[config.mk]
export PLATFORM = sky130hd
export DESIGN_NAME = ladder_game_top
export DESIGN_NICKNAME = d
export VERILOG_FILES = /design/src/design/ladder_pkg.sv /design/src/design/plot_if.sv /design/src/design/tick_gen.sv /design/src/design/player_mover.sv /design/src/design/minion_lane.sv /design/src/design/plot_arbiter.sv /design/src/design/score_keeper.sv /design/src/design/ladder_game_top.sv
export VERILOG_INCLUDE_DIRS = /design/src /design/src/design
export SDC_FILE = /design/constraint.sdc
export NUM_CORES = 1
export LEC_CHECK = 0
export ABC_AREA = 1
export BUFFER_PORTS_ARGS = -buffer_cell sky130_fd_sc_hd__buf_2
export CAP_MARGIN = 40
export CORE_MARGIN = 2
export CORE_UTILIZATION = 55
export DETAILED_ROUTE_END_ITERATION = 10
export GPL_ROUTABILITY_DRIVEN = 0
export PLACE_DENSITY_LB_ADDON = 0.15
export SYNTH_ARGS = -nofsm -noshare
export SYNTH_HDL_FRONTEND = slang
export SYNTH_SLANG_ARGS = --single-unit
[constraint.sdc]
create_clock -name clk -period 3.5 [get_ports clk]
set_input_delay 0.875 -clock clk [delete_from_list [all_inputs] [get_ports clk]]
set_output_delay 0.875 -clock clk [all_outputs]
set_load 0.005 [all_outputs]
[src/design/ladder_macros.svh]
`ifndef LADDER_MACROS_SVH
`define LADDER_MACROS_SVH

// grid and sprite words
`define COORD_W         7
`define COLOUR_W        3
`define X_WRAP          126     // last column, then back to 0
`define TOP_ROW         26      // goal row
`define NUM_MINIONS     6

// player start
`define PLAYER_X0       5
`define PLAYER_Y0       117

// ladder spans: column, then down and up row bounds
`define LADDER_BOT_X        126
`define LADDER_BOT_DN_LO    85
`define LADDER_BOT_DN_HI    116
`define LADDER_BOT_UP_LO    86
`define LADDER_BOT_UP_HI    117
`define LADDER_MID_X        16
`define LADDER_MID_DN_LO    56
`define LADDER_MID_DN_HI    84
`define LADDER_MID_UP_LO    57
`define LADDER_MID_UP_HI    86
`define LADDER_TOP_X        126
`define LADDER_TOP_DN_LO    26
`define LADDER_TOP_DN_HI    55
`define LADDER_TOP_UP_LO    27
`define LADDER_TOP_UP_HI    61

// move timing
`define TICK_PERIOD     64
`define PHASE_STEP      8       // keeps sprite plots apart
`define SCORE_MAX       31

`endif

[src/design/ladder_pkg.sv]
`include "ladder_macros.svh"

package ladder_pkg;

    typedef logic [`COORD_W-1:0]  coord_t;
    typedef logic [`COLOUR_W-1:0] colour_t;

    localparam colour_t COLOUR_BLACK  = 3'b000;
    localparam colour_t COLOUR_PLAYER = 3'b010;   // green
    localparam colour_t COLOUR_MINION = 3'b100;   // red

    typedef enum logic [2:0] {
        DIR_NONE,
        DIR_RIGHT,
        DIR_LEFT,
        DIR_DOWN,
        DIR_UP
    } dir_t;

    // sprite plot sequence
    typedef enum logic [1:0] {
        MV_IDLE,
        MV_ERASE,
        MV_DRAW
    } move_state_t;

    // one column step with wrap at X_WRAP
    function automatic coord_t step_x(coord_t x, dir_t dir);
        coord_t nx;
        nx = x;
        if (dir == DIR_RIGHT)
            nx = (x == coord_t'(`X_WRAP)) ? '0 : x + 1'b1;
        else if (dir == DIR_LEFT)
            nx = (x == '0) ? coord_t'(`X_WRAP) : x - 1'b1;
        return nx;
    endfunction

endpackage

[src/design/plot_if.sv]
`timescale 1ns/1ps

interface plot_if import ladder_pkg::*; ();

    logic    plot;      // one-cycle write strobe
    coord_t  x;
    coord_t  y;
    colour_t colour;

    modport source
    (
        output plot,
        output x,
        output y,
        output colour
    );

    modport sink
    (
        input plot,
        input x,
        input y,
        input colour
    );

endinterface

[src/design/tick_gen.sv]
`timescale 1ns/1ps
`include "ladder_macros.svh"

module tick_gen #(
    parameter int PHASE = 0
)
(
    input  logic clk,
    input  logic reset_n,
    output logic tick
);

    localparam int CNT_W = $clog2(`TICK_PERIOD);
    localparam logic [CNT_W-1:0] CNT_LAST  = CNT_W'(`TICK_PERIOD - 1);
    localparam logic [CNT_W-1:0] CNT_START = CNT_W'(`TICK_PERIOD - 1 - PHASE);

    logic [CNT_W-1:0] cnt;

    always_ff @(posedge clk)
    begin
        if (!reset_n)
        begin
            cnt  <= CNT_START;  // phase offset from the wrap
            tick <= 1'b0;
        end
        else
        begin
            cnt  <= (cnt == CNT_LAST) ? '0 : cnt + 1'b1;
            tick <= (cnt == CNT_LAST);
        end
    end

endmodule

[src/design/player_mover.sv]
`timescale 1ns/1ps
`include "ladder_macros.svh"

module player_mover import ladder_pkg::*;
(
    input  logic       clk,
    input  logic       reset_n,
    input  logic [3:0] key,         // active low
    input  logic       restart,
    output coord_t     pos_x,
    output coord_t     pos_y,
    plot_if.source     pix
);

    move_state_t state;
    dir_t        key_dir;
    dir_t        dir_q;     // direction taken at the tick
    logic        tick;
    logic        can_down;
    logic        can_up;
    coord_t      next_x;
    coord_t      next_y;

    function automatic logic in_span(coord_t x, coord_t y, int col, int lo, int hi);
        return (x == coord_t'(col)) && (y >= coord_t'(lo)) && (y <= coord_t'(hi));
    endfunction

    tick_gen #(
        .PHASE (0)
    ) i_tick_gen (
        .clk     (clk),
        .reset_n (reset_n),
        .tick    (tick)
    );

    // fixed key priority
    always_comb
    begin
        key_dir = DIR_NONE;
        if (!key[0])
            key_dir = DIR_RIGHT;
        else if (!key[3])
            key_dir = DIR_LEFT;
        else if (!key[1])
            key_dir = DIR_DOWN;
        else if (!key[2])
            key_dir = DIR_UP;
    end

    // vertical moves only on a ladder
    assign can_down = in_span(pos_x, pos_y, `LADDER_BOT_X, `LADDER_BOT_DN_LO, `LADDER_BOT_DN_HI)
                   || in_span(pos_x, pos_y, `LADDER_MID_X, `LADDER_MID_DN_LO, `LADDER_MID_DN_HI)
                   || in_span(pos_x, pos_y, `LADDER_TOP_X, `LADDER_TOP_DN_LO, `LADDER_TOP_DN_HI);
    assign can_up   = in_span(pos_x, pos_y, `LADDER_BOT_X, `LADDER_BOT_UP_LO, `LADDER_BOT_UP_HI)
                   || in_span(pos_x, pos_y, `LADDER_MID_X, `LADDER_MID_UP_LO, `LADDER_MID_UP_HI)
                   || in_span(pos_x, pos_y, `LADDER_TOP_X, `LADDER_TOP_UP_LO, `LADDER_TOP_UP_HI);

    always_comb
    begin
        next_x = step_x(pos_x, dir_q);
        next_y = pos_y;     // blocked moves keep y
        if (dir_q == DIR_DOWN && can_down)
            next_y = pos_y + 1'b1;
        else if (dir_q == DIR_UP && can_up)
            next_y = pos_y - 1'b1;
    end

    always_ff @(posedge clk)
    begin
        if (!reset_n)
        begin
            state <= MV_IDLE;
            dir_q <= DIR_NONE;
            pos_x <= coord_t'(`PLAYER_X0);
            pos_y <= coord_t'(`PLAYER_Y0);
        end
        else if (restart)
        begin
            state <= MV_IDLE;   // back to start, no plot
            pos_x <= coord_t'(`PLAYER_X0);
            pos_y <= coord_t'(`PLAYER_Y0);
        end
        else
        begin
            case (state)
                MV_IDLE:
                begin
                    if (tick && key_dir != DIR_NONE)
                    begin
                        state <= MV_ERASE;
                        dir_q <= key_dir;
                    end
                end
                MV_ERASE:
                begin
                    state <= MV_DRAW;
                    pos_x <= next_x;
                    pos_y <= next_y;
                end
                default:
                    state <= MV_IDLE;
            endcase
        end
    end

    assign pix.plot   = (state != MV_IDLE);
    assign pix.x      = pos_x;
    assign pix.y      = pos_y;
    assign pix.colour = (state == MV_DRAW) ? COLOUR_PLAYER : COLOUR_BLACK;

endmodule

[src/design/minion_lane.sv]
`timescale 1ns/1ps

module minion_lane import ladder_pkg::*; #(
    parameter coord_t START_X = '0,
    parameter coord_t START_Y = '0,
    parameter dir_t   DIR     = DIR_RIGHT,
    parameter int     PHASE   = 0
)
(
    input  logic   clk,
    input  logic   reset_n,
    output coord_t pos_x,
    output coord_t pos_y,
    plot_if.source pix
);

    move_state_t state;
    logic        tick;

    tick_gen #(
        .PHASE (PHASE)
    ) i_tick_gen (
        .clk     (clk),
        .reset_n (reset_n),
        .tick    (tick)
    );

    always_ff @(posedge clk)
    begin
        if (!reset_n)
        begin
            state <= MV_IDLE;
            pos_x <= START_X;
        end
        else
        begin
            case (state)
                MV_IDLE:
                    state <= tick ? MV_ERASE : MV_IDLE;
                MV_ERASE:
                begin
                    state <= MV_DRAW;
                    pos_x <= step_x(pos_x, DIR);    // new column shows with the draw
                end
                default:
                    state <= MV_IDLE;
            endcase
        end
    end

    assign pos_y = START_Y;    // lane row never changes

    assign pix.plot   = (state != MV_IDLE);
    assign pix.x      = pos_x;
    assign pix.y      = pos_y;
    assign pix.colour = (state == MV_DRAW) ? COLOUR_MINION : COLOUR_BLACK;

endmodule

[src/design/plot_arbiter.sv]
`timescale 1ns/1ps
`include "ladder_macros.svh"

module plot_arbiter import ladder_pkg::*;
(
    input  logic    clk,
    input  logic    reset_n,
    plot_if.sink    player,
    plot_if.sink    minion [`NUM_MINIONS],
    output logic    plot,
    output coord_t  x,
    output coord_t  y,
    output colour_t colour
);

    logic    req     [`NUM_MINIONS];
    coord_t  req_x   [`NUM_MINIONS];
    coord_t  req_y   [`NUM_MINIONS];
    colour_t req_col [`NUM_MINIONS];
    logic    sel_plot;
    coord_t  sel_x;
    coord_t  sel_y;
    colour_t sel_colour;

    // one request slot per minion lane
    for (genvar k = 0; k < `NUM_MINIONS; k++)
    begin : g_req
        assign req[k]     = minion[k].plot;
        assign req_x[k]   = minion[k].x;
        assign req_y[k]   = minion[k].y;
        assign req_col[k] = minion[k].colour;
    end

    always_comb
    begin
        sel_plot   = player.plot;
        sel_x      = player.x;
        sel_y      = player.y;
        sel_colour = player.colour;
        if (!player.plot)
        begin
            // walk down so minion 0 wins
            for (int k = `NUM_MINIONS - 1; k >= 0; k--)
            begin
                if (req[k])
                begin
                    sel_plot   = 1'b1;
                    sel_x      = req_x[k];
                    sel_y      = req_y[k];
                    sel_colour = req_col[k];
                end
            end
        end
    end

    always_ff @(posedge clk)
    begin
        if (!reset_n)
            plot <= 1'b0;
        else
            plot <= sel_plot;
    end

    always_ff @(posedge clk)
    begin
        x      <= sel_x;
        y      <= sel_y;
        colour <= sel_colour;
    end

endmodule

[src/design/score_keeper.sv]
`timescale 1ns/1ps
`include "ladder_macros.svh"

module score_keeper import ladder_pkg::*;
(
    input  logic       clk,
    input  logic       reset_n,
    input  coord_t     player_x,
    input  coord_t     player_y,
    input  coord_t     minion_x [`NUM_MINIONS],
    input  coord_t     minion_y [`NUM_MINIONS],
    output logic       restart,
    output logic [6:0] hex0,    // units
    output logic [6:0] hex1     // tens
);

    localparam int SCORE_W = $clog2(`SCORE_MAX + 1);

    logic [SCORE_W-1:0] score;
    logic               at_top;
    logic               hit;
    logic [3:0]         tens;
    logic [3:0]         units;

    // active-low segments, g in bit 6
    function automatic logic [6:0] seg7(logic [3:0] digit);
        case (digit)
            4'd0:    return 7'b1000000;
            4'd1:    return 7'b1111001;
            4'd2:    return 7'b0100100;
            4'd3:    return 7'b0110000;
            4'd4:    return 7'b0011001;
            4'd5:    return 7'b0010010;
            4'd6:    return 7'b0000010;
            4'd7:    return 7'b1111000;
            4'd8:    return 7'b0000000;
            4'd9:    return 7'b0011000;
            default: return 7'b1111111;     // blank
        endcase
    endfunction

    assign at_top = (player_y == coord_t'(`TOP_ROW));

    always_comb
    begin
        hit = 1'b0;
        for (int k = 0; k < `NUM_MINIONS; k++)
            if (player_x == minion_x[k] && player_y == minion_y[k])
                hit = 1'b1;
    end

    always_ff @(posedge clk)
    begin
        if (!reset_n)
        begin
            score   <= '0;
            restart <= 1'b0;
        end
        else
        begin
            restart <= 1'b0;
            // player still sits on the old spot while restart is high
            if (!restart)
            begin
                if (at_top)
                begin
                    restart <= 1'b1;
                    if (score != SCORE_W'(`SCORE_MAX))
                        score <= score + 1'b1;
                end
                else if (hit)
                begin
                    restart <= 1'b1;
                    score   <= '0;
                end
            end
        end
    end

    assign tens  = 4'(score / 10);
    assign units = 4'(score % 10);
    assign hex0  = seg7(units);
    assign hex1  = seg7(tens);

endmodule

[src/design/ladder_game_top.sv]
`timescale 1ns/1ps
`include "ladder_macros.svh"

module ladder_game_top import ladder_pkg::*;
(
    input  logic       clk,
    input  logic       reset_n,
    input  logic [3:0] key,
    output logic       plot,
    output coord_t     x,
    output coord_t     y,
    output colour_t    colour,
    output logic [6:0] hex0,
    output logic [6:0] hex1
);

    // minion lanes, index 0 first
    localparam coord_t MINION_X0  [`NUM_MINIONS] = '{47, 48, 36, 83, 81, 56};
    localparam coord_t MINION_Y0  [`NUM_MINIONS] = '{42, 36, 70, 82, 97, 107};
    localparam dir_t   MINION_DIR [`NUM_MINIONS] =
        '{DIR_RIGHT, DIR_LEFT, DIR_RIGHT, DIR_RIGHT, DIR_LEFT, DIR_RIGHT};

    coord_t player_x;
    coord_t player_y;
    coord_t minion_x [`NUM_MINIONS];
    coord_t minion_y [`NUM_MINIONS];
    logic   restart;

    plot_if player_pix ();
    plot_if minion_pix [`NUM_MINIONS] ();

    player_mover i_player_mover (
        .clk     (clk),
        .reset_n (reset_n),
        .key     (key),
        .restart (restart),
        .pos_x   (player_x),
        .pos_y   (player_y),
        .pix     (player_pix)
    );

    for (genvar k = 0; k < `NUM_MINIONS; k++)
    begin : g_minion
        minion_lane #(
            .START_X (MINION_X0[k]),
            .START_Y (MINION_Y0[k]),
            .DIR     (MINION_DIR[k]),
            .PHASE   ((k + 1) * `PHASE_STEP)   // player owns phase 0
        ) i_minion_lane (
            .clk     (clk),
            .reset_n (reset_n),
            .pos_x   (minion_x[k]),
            .pos_y   (minion_y[k]),
            .pix     (minion_pix[k])
        );
    end

    score_keeper i_score_keeper (
        .clk      (clk),
        .reset_n  (reset_n),
        .player_x (player_x),
        .player_y (player_y),
        .minion_x (minion_x),
        .minion_y (minion_y),
        .restart  (restart),
        .hex0     (hex0),
        .hex1     (hex1)
    );

    plot_arbiter i_plot_arbiter (
        .clk     (clk),
        .reset_n (reset_n),
        .player  (player_pix),
        .minion  (minion_pix),
        .plot    (plot),
        .x       (x),
        .y       (y),
        .colour  (colour)
    );

endmodule

# Word-level counts from Yosys, hierarchy flattened
# Memories as Yosys holds them, arrays and structs flattened.
# Cells that the tools add are included.
# totals
reg_bits	146
mem_bits_ro	224
input_bits	6
output_inout_bits	32
word_cells	265
mem_count	2
# op_classes
n_addsub	18
n_div	2
magnitude_cmp	12
eq_ne	47
n_mux	83
bitwise_logic	2
n_reduce_logical	57
# mem_list
name	words	word_bits	read_ports	rd_ports_with_merged_regs	wr	line	source
(name not given)	16	7	1	0	0	score_keeper.sv:27	case (digit)
(name not given)	16	7	1	0	0	score_keeper.sv:27	
# op_table
cell	n
2-to-1 mux 7 bit	26
== test 7 bit (second input constant)	9
2-to-1 mux 3 bit	17
adder 6 x 1 -> 6 bit (second input constant)	7
adder 7 x 1 -> 7 bit (second input constant)	6
== test 6 bit (second input constant)	7
== test 7 bit	6
divider 5 x 4 -> 32 bit (second input constant)	1
remainder unit 5 x 4 -> 32 bit (second input constant)	1
<= comparator 7 bit (second input constant)	4
one-hot mux 2 bit (2 select lines)	7
subtractor 7 x 1 -> 7 bit (second input constant)	4
2-to-1 mux 5 bit	5
2-to-1 mux 6 bit	4
logical AND 1 bit	21
zero test 7 bit	3
2-to-1 mux 1 bit	21
nonzero test 2 bit	10
== test 2 x 1 -> 1 bit (second input constant)	7
== test 2 bit (second input constant)	7
== test 7 x 5 -> 1 bit (second input constant)	2
== test 7 x 6 -> 1 bit (second input constant)	2
>= comparator 7 x 5 -> 1 bit (second input constant)	2
>= comparator 7 x 6 -> 1 bit (second input constant)	2
other kinds (18)	40

# Depth between registers and ports, before layout
# Gate-level depths: netlist (run 1).
# logic_depth
depth_word	10
mapped_depth	21

# Cells and area by module
# A second synthesis (run 1) with hierarchy kept.
# unflattened
cells_unflattened	1883
area_unflattened_um2	11653.7
# modules_own_cells
mod	n_inst	cells_each	area_each_um2	seq_area_each_um2
score_keeper	1	495	2357.3	120.1
plot_arbiter	1	320	1665.3	360.3
player_mover	1	263	1639.1	380.4
minion_lane (g_minion[4].i_minion_lane)	1	99	688.2	180.2
minion_lane (g_minion[3].i_minion_lane)	1	92	664.4	180.2
minion_lane (g_minion[0].i_minion_lane)	1	86	659.4	180.2
minion_lane (g_minion[1].i_minion_lane)	1	92	646.9	180.2
minion_lane (g_minion[2].i_minion_lane)	1	88	633.1	180.2
minion_lane (g_minion[5].i_minion_lane)	1	88	631.9	180.2
tick_gen (g_minion[1].i_minion_lane.i_tick_gen)	1	39	307.8	140.1
tick_gen (i_player_mover.i_tick_gen)	1	38	301.5	140.1
tick_gen (g_minion[3].i_minion_lane.i_tick_gen)	1	38	295.3	140.1
tick_gen (g_minion[4].i_minion_lane.i_tick_gen)	1	34	292.8	140.1
tick_gen (g_minion[0].i_minion_lane.i_tick_gen)	1	37	291.5	140.1
2 more rows	n/a	n/a	n/a	n/a

# Worst setup path after synthesis (run 1)
# No wires, ideal clock.
# synth_path
path_kind	register to output
startpoint	reg i_score_keeper.score[2]
endpoint	out hex0[0]
arrival_time_ns	2.053
required_time_ns	2.625
setup_slack_ns	0.572
stages_incl_launch_ff	14
n_path_buf	0
path_cell_list	dfxtp_1 -> nor2_2 -> inv_1 -> ha_1 -> o31ai_2 -> nand3_4 -> nand2_1 -> nand2_2 -> inv_2 -> ha_1 -> inv_1 -> nand2_2 -> nand2_1 -> o21ai_1
# synth_via
elab_chain_cells	2
# synth_lines
item	line	source
from (decl)	score_keeper.sv:19	logic [SCORE_W-1:0] score;
from (signal assigned)	score_keeper.sv:69	score <= score + 1'b1;
remainder unit 5 x 4 -> 32 bit	score_keeper.sv:81	assign units = 4'(score % 10);
memory read (16 x 7 bit)	n/a	
to (decl)	ladder_game_top.sv:13	output logic [6:0] hex0,
# Every way passes these cells.

# Worst setup path in the final report (run 1)
# layout_path
startpoint	reg i_score_keeper.score[2]
endpoint	out hex0[3]
# The elaborated chain is that of the path after synthesis.

==> flow_summary.ini, run 1 <==
[layout]
syn2layout_area_growth_pct = 11.2
final_cells = 1441
nNetsFinal = 1290
fillers = 1355
diodes = 0
drive_gt1_share_pct = 10.0

[die]
ios = 38
core_sq_um = 14600
die-area_sq_um = 16000
die_y_um = 126
die_w_um = 126
start_util_pct = 56.5
num_rows = 44

[sta]
skew_ns = 0.00894
slew_headroom_pct = 42.1
fmax_mhz = 302
grt_setup_unrepaired = false
hold_viol_final = 0
setup_viol = 0
slew_violations = 0
min_period_ns = 3.32
fin_setup_tns_ns = 0
worst_pin_slew_ns = 0.865
post-route-period-util_pct = 94.8

[clock_tree]
cts_tree = yes
cts_buffers = 17
h-tree-depth = 4
clockBufferDepth = 2
clk_pin_slew_worst_paths_ns = 0.06
root_buffer = clkbuf_16
clkLatencyLatePin_ns = 0.43
cts_sinks = 145

[pwr]
p_leak_nw = 4.36
p_sw_mw = 1.15
internal_power_mw = 2.92
combPwrFrac_pct = 13.8
swShare_pct = 28.2
p_per_area_nw_per_um2 = 444
power_frac_seq_pct = 46.5
ir_worst_vdd_mv = 0.362
power_frac_clock_pct = 39.7

[route]
wl_per_cell_um = 14.2
drt_iter0_drc = 650
num_vias = 7856
avgViaCountPerCell = 5.45
drt_wl_total_um = 20500
firstDrtPassIters = 6
drc_errors = 0
ant_nets = 0

[placed_design]
dp.cells = 1406
io_buffers = 35
hpwlAfterDp_um = 14700

[synth]
synthSimpleGateAreaFrac_pct = 29.5
netlist_top_cells_count = nand2_1 (265), nor2_1 (154), inv_1 (151)
synth_flop_cell = dfxtp_1
async_flop_share_pct = 0
synth_top_area_share_pct = 35.2
synthAdderAreaFrac_pct = 6.01
synth_compound_area_share_pct = 15.0
synthMuxAreaShare_pct = 0
seq_area_frac_synth_pct = 35.2
post_synth.cell_area_avg_sq_um = 6.84
ys_warn_count = 0
syn_area_sq_um = 8240
synth_xor_xnor_area_share_pct = 4.78
synth-seq-cells = 145
synthTopCellsByArea = dfxtp_1 (35%), nand2_1 (12%), nor2_1 (7.0%)
synth-edff-count = 0
post-synth-top-area-cell = dfxtp_1
synthCells = 1205
synth_cell_types = 48
synth_most_common_cell = nand2_1
synth_top_family_by_area = simple AND/OR/NAND/NOR gates

[worst_hold_path]
worstHoldStart = g_minion[2].i_minion_lane.i_tick_gen.tick
min_path_type = flop to flop

[setup_path]
end_kind = output port
cp.arrival_ns = 2.44
r2r_start = i_player_mover.pix.x[4]
path_cells = nor2_4 -> inv_2 -> ha_4 -> o31ai_4 -> nand3_4 -> nand2_1 -> nand2_2 -> inv_2 -> ha_1 -> inv_1 -> nand2_2 -> nand2_1 -> o21ai_1 -> buf_2
slowest_delay_ns = 0.37
critical_path_required_ns = 2.62
crit_type = flop to output port
cp_slowest_cell = dfxtp_4
crit_path_start_kind = flop
cp_max_fo = 7
startpoint = i_score_keeper.score[2]

[grt]
grt-ovfl-total = 0
grt.total_usage_pct = 26.1
grt_pass1_wl_um = 33800
antenna_found_initial = 0
grt_pass1_vias = 7005
grt_max_degree = 60

[outcome]
status = finished, final reports clean

[flow_run]
cap_violations = 0
[cells in the final DEF (no fill, tap or decap), drive strengths merged, types with 20 or more instances in the layout]
| master | n |
|---|---|
| o21ai | 73 |
| nor3 | 26 |
| buf | 54 |
| nand4 | 20 |
| a21oi | 84 |
| xor2 | 25 |
| dfxtp | 145 |
| nor2 | 159 |
| ha | 38 |
| nand2 | 275 |
| inv | 158 |
| nand3 | 64 |
| xnor2 | 20 |
[power groups by stage]
stage	Combinational [mW]	Clock (mW)	Sequential, mW
floorplan	0.400	0	1.91
global placement	0.549	0	1.92
detailed placement	0.557	0	1.93
CTS	0.561	1.65	1.89
global route	0.642	1.73	1.91
finish	0.562	1.62	1.89
[sequential cells by signal, summed over array words and instances, names as in the netlist]
name                                    cells
g_minion.i_minion_lane.pix.x               42
i_player_mover.pix.x                        7
g_minion.i_minion_lane.state               12
g_minion.i_minion_lane.i_tick_gen.cnt      36
i_plot_arbiter.y                            7
i_player_mover.i_tick_gen.cnt               6
i_plot_arbiter.x                            7
i_player_mover.i_tick_gen.tick              1
i_player_mover.pix.y                        7
i_score_keeper.restart                      1
i_plot_arbiter.plot                         1
i_plot_arbiter.colour                       2
i_player_mover.state                        2
g_minion.i_minion_lane.i_tick_gen.tick      6
i_score_keeper.score                        5
i_player_mover.dir_q                        3
[metal layers]
metal	vias to the layer above	share of wire (%)	global-route usage (%)
met2	276	45	41.6
met4	0	3.3	12.6
met1	3523	45	34.1
li1	4005	-	-
met3	52	6.8	4.77
met5	-	0	0
[critical path, delay by kind of cell, from the launching register on]
kind	cells	cell delay, ns
simple gates	6	0.55
flops	1	0.37
buf+inv	4	0.32
fa+ha+maj	2	0.38
compound gates	2	0.39
[metrics by stage]
stage	power (mW)	hold slack [ns]	utilization, %	worst slack, ns	cell area (sq um)
floorplan	2.31	0.400	-	0.572	8250
global placement	2.47	0.403	58.9	0.372	8590
detailed placement	2.48	0.409	58.9	0.313	8590
CTS	4.11	0.418	62.6	0.0204	9140
global route	4.28	0.442	62.9	0.00261	9170
finish	4.07	0.417	62.9	0.183	9170
[path summary, 6_finish.rpt]
path                                             end  slack (ns)  cells after the start
hold / removal    g_minion[2].i_minion_lane.state[0]        0.42                      2
setup / recovery                             hex0[3]        0.18                     14
setup reg to reg             i_player_mover.pix.y[6]        0.57                     15
hold reg to reg   g_minion[2].i_minion_lane.state[0]        0.42                      2
[cell type report]
cell class              count  area [sq um]  share of cell area [%]
well taps                 184           230                    2.51
repair buffers             54           318                    3.47
flip-flops and latches    145          2910                    31.7
inverters                 160           601                    6.55
multi-input cells         867          4590                    50.1
clock inverters            12          87.6                   0.955
clock buffers              19           433                    4.72
[repair_timing]
action,4_1_cts,5_1_grt
buffers inserted,2,2
gates resized for setup,2,6
gates cloned,0,0
pin swaps,2,3
hold endpoints to repair,0,0
hold buffers,0,0
setup endpoints to repair,6,7
[logic make-up after synthesis]
group | Yosys count
compound gates | 215
xor+xnor | 45
buf+inv | 194
fa+ha+maj | 39
flops | 145
other cells | 1
simple gates | 566
Note: power is estimated with default switching activity, not from simulation.
==> run 2, diff against run 1 <==
- SETUP_SLACK_MARGIN: default -> 0.3
==> run 2 against run 1 <==
  * Combinational power hardly changed
  * Final cell count up 0.21%
  * Non-clock buffer count grew 3
  * Worst hold slack barely moved
  * Critical path depth shrank 2
  * Register-to-register slack is essentially flat
  * Global-route usage grew 0.054 points
  * Maximum frequency rose by 2.9%
  * Worst setup slack better by 0.093 ns
  * Die area unchanged
  * Critical endpoint is now hex0[5]
  * Largest cell class unchanged
  * Largest power group unchanged
==> flow_summary.ini, run 2 (synthesized netlist as in run 1, its figures left out) <==
[pwr]
internal_power_mw = 2.92
swShare_pct = 28.3
combPwrFrac_pct = 13.7
p_per_area_nw_per_um2 = 440
p_leak_nw = 4.38
power_mw = 4.08
power_frac_clock_pct = 39.8
p_sw_mw = 1.15
power_frac_seq_pct = 46.4
ir_worst_vdd_mv = 0.365

[setup_path]
rr_worst_depth = 15
r2r_setup_slack_ns = 0.57
critical_path_required_ns = 2.62
rr_endpoint = i_player_mover.pix.y[6]
crit_path_start_kind = flop
cp_max_fo = 4
r2r_start = i_player_mover.pix.x[4]
crit_type = flop to output port
end_kind = output port
cp.arrival_ns = 2.35

[worst_hold_path]
hold_depth = 2
worstHoldStart = g_minion[2].i_minion_lane.i_tick_gen.tick
holdPathEnd = g_minion[2].i_minion_lane.state[0]
min_path_type = flop to flop

[route]
wl_per_cell_um = 14.2
drt_wl_total_um = 20500
num_vias = 7844
ant_nets = 0
drt_iter0_drc = 671
firstDrtPassIters = 6
avgViaCountPerCell = 5.43
drc_errors = 0

[sta]
hold_viol_final = 0
min_period_ns = 3.22
slew_violations = 0
worst_pin_slew_ns = 0.865
slew_headroom_pct = 42.1
grt_setup_unrepaired = true
setup_viol = 0
fmax_mhz = 310
post-route-period-util_pct = 92.1
fin_setup_tns_ns = 0
skew_ns = 0.00946

[die]
ios = 38
die_y_um = 126
num_rows = 44
core_sq_um = 14600
die-area_sq_um = 16000
die_w_um = 126
start_util_pct = 56.5

[layout]
diodes = 0
syn2layout_area_growth_pct = 12.4
final_cell_mix = nand2_1 (263), nor2_1 (154), inv_1 (148), dfxtp_1 (141), a21oi_1 (83)
utilization_pct = 63.5
reg.largest.list = g_minion.i_minion_lane.pix.x: 42 flops, g_minion.i_minion_lane.i_tick_gen.cnt: 36 flops, g_minion.i_minion_lane.state: 12 flops
final_cells = 1444
drive_gt1_share_pct = 11.0
largest_reg_flops = 42
fillers = 1338
nNetsFinal = 1293
layout_commonest_cell = nand2_1
top_register = g_minion.i_minion_lane.pix.x

[placed_design]
io_buffers = 35
hpwlAfterDp_um = 14700
dp.cells = 1406

[clock_tree]
clk_pin_slew_worst_paths_ns = 0.06
clockBufferDepth = 2
cts_sinks = 145
h-tree-depth = 4
cts_buffers = 17
cts_tree = yes
clkLatencyLatePin_ns = 0.43
root_buffer = clkbuf_16

[grt]
grt_max_degree = 60
antenna_found_initial = 0
grt_pass1_wl_um = 33900
grt.total_usage_pct = 26.2
grt_pass1_vias = 7041
grt-ovfl-total = 0

[flow_run]
cap_violations = 0

[outcome]
status = finished, final reports clean
run 2: changes by cell type in the layout (fill, tap and decap cells not counted):
cell     delta
nand2_1     -2
nand2_4     +1
buf_4       +3
ha_4        +4
dfxtp_1     -1
inv_2       +1
inv_1       -2
dfxtp_4     +1
inv_6       +1
nand2_2     +1
ha_1        -4
run 2: final cells by class:
| type | instances | area (sq um) | share of cell area [%] |
|---|---|---|---|
| Multi-Input combinational cell | 867 | 4650 | 50.2 |
| Sequential cell | 145 | 2910 | 31.4 |
| Inverter | 160 | 606 | 6.54 |
| Clock buffer | 19 | 433 | 4.67 |
| Timing Repair Buffer | 57 | 340 | 3.67 |
| Tap cell | 184 | 230 | 2.49 |
| Clock inverter | 12 | 87.6 | 0.946 |
run 2: repair_timing:
| action | CTS | global route |
|---|---|---|
| buffers inserted | 7 | 0 |
| hold buffers | 0 | 0 |
| resized for setup | 14 | 10 |
| pin swaps | 5 | 5 |
| setup endpoints to repair | 7 | 7 |
run 2: worst max path at each step:
stage / end / slack, ns / startpoint / depth (start not counted)
after floorplan: hex0[0] / 0.57 / i_score_keeper.score[2] / 13
after detailed placement: hex0[0] / 0.31 / i_score_keeper.score[2] / 14
after CTS: hex0[3] / 0.28 / i_score_keeper.score[3] / 14
after global routing: hex0[5] / 0.18 / i_score_keeper.score[2] / 12
final: hex0[5] / 0.28 / i_score_keeper.score[2] / 12
after global placement: hex0[0] / 0.37 / i_score_keeper.score[2] / 14
run 2: worst max-delay path: stages (launching register included):
cell and delay (ns):
dfxtp_4 0.36, nor2_4 0.11, inv_2 0.05, ha_4 0.21, o31ai_4 0.29, nand4_1 0.19
nand2_4 0.16, inv_6 0.06, ha_4 0.15, nand2_2 0.06, nand2_1 0.05, o21ai_1 0.10
buf_2 0.12
run 2: metrics by stage:
stage	area (sq um)	worst slack (ns)	hold slack [ns]
global route	9260	0.177	0.442
global placement	8590	0.372	0.403
detailed placement	8590	0.313	0.409
CTS	9210	0.282	0.418
finish	9260	0.276	0.416
floorplan	8250	0.572	0.400
run 2: power by group through the flow:
stage	logic, mW	registers (mW)	clock network [mW]
after floorplan	0.400	1.91	0
after global placement	0.549	1.92	0
after detailed placement	0.557	1.93	0
after CTS	0.561	1.89	1.65
after global routing	0.642	1.91	1.73
final	0.560	1.89	1.62
run 2: metal layers:
metal  part of all wire [%]  global-route usage [%]  vias to the layer above
met1                     45                    34.1                     3545
met3                    6.5                    4.77                       55
met2                     45                    41.8                      235
met4                    3.4                    12.6                        0
li1                       -                       -                     4009
met5                      0                       0                        -
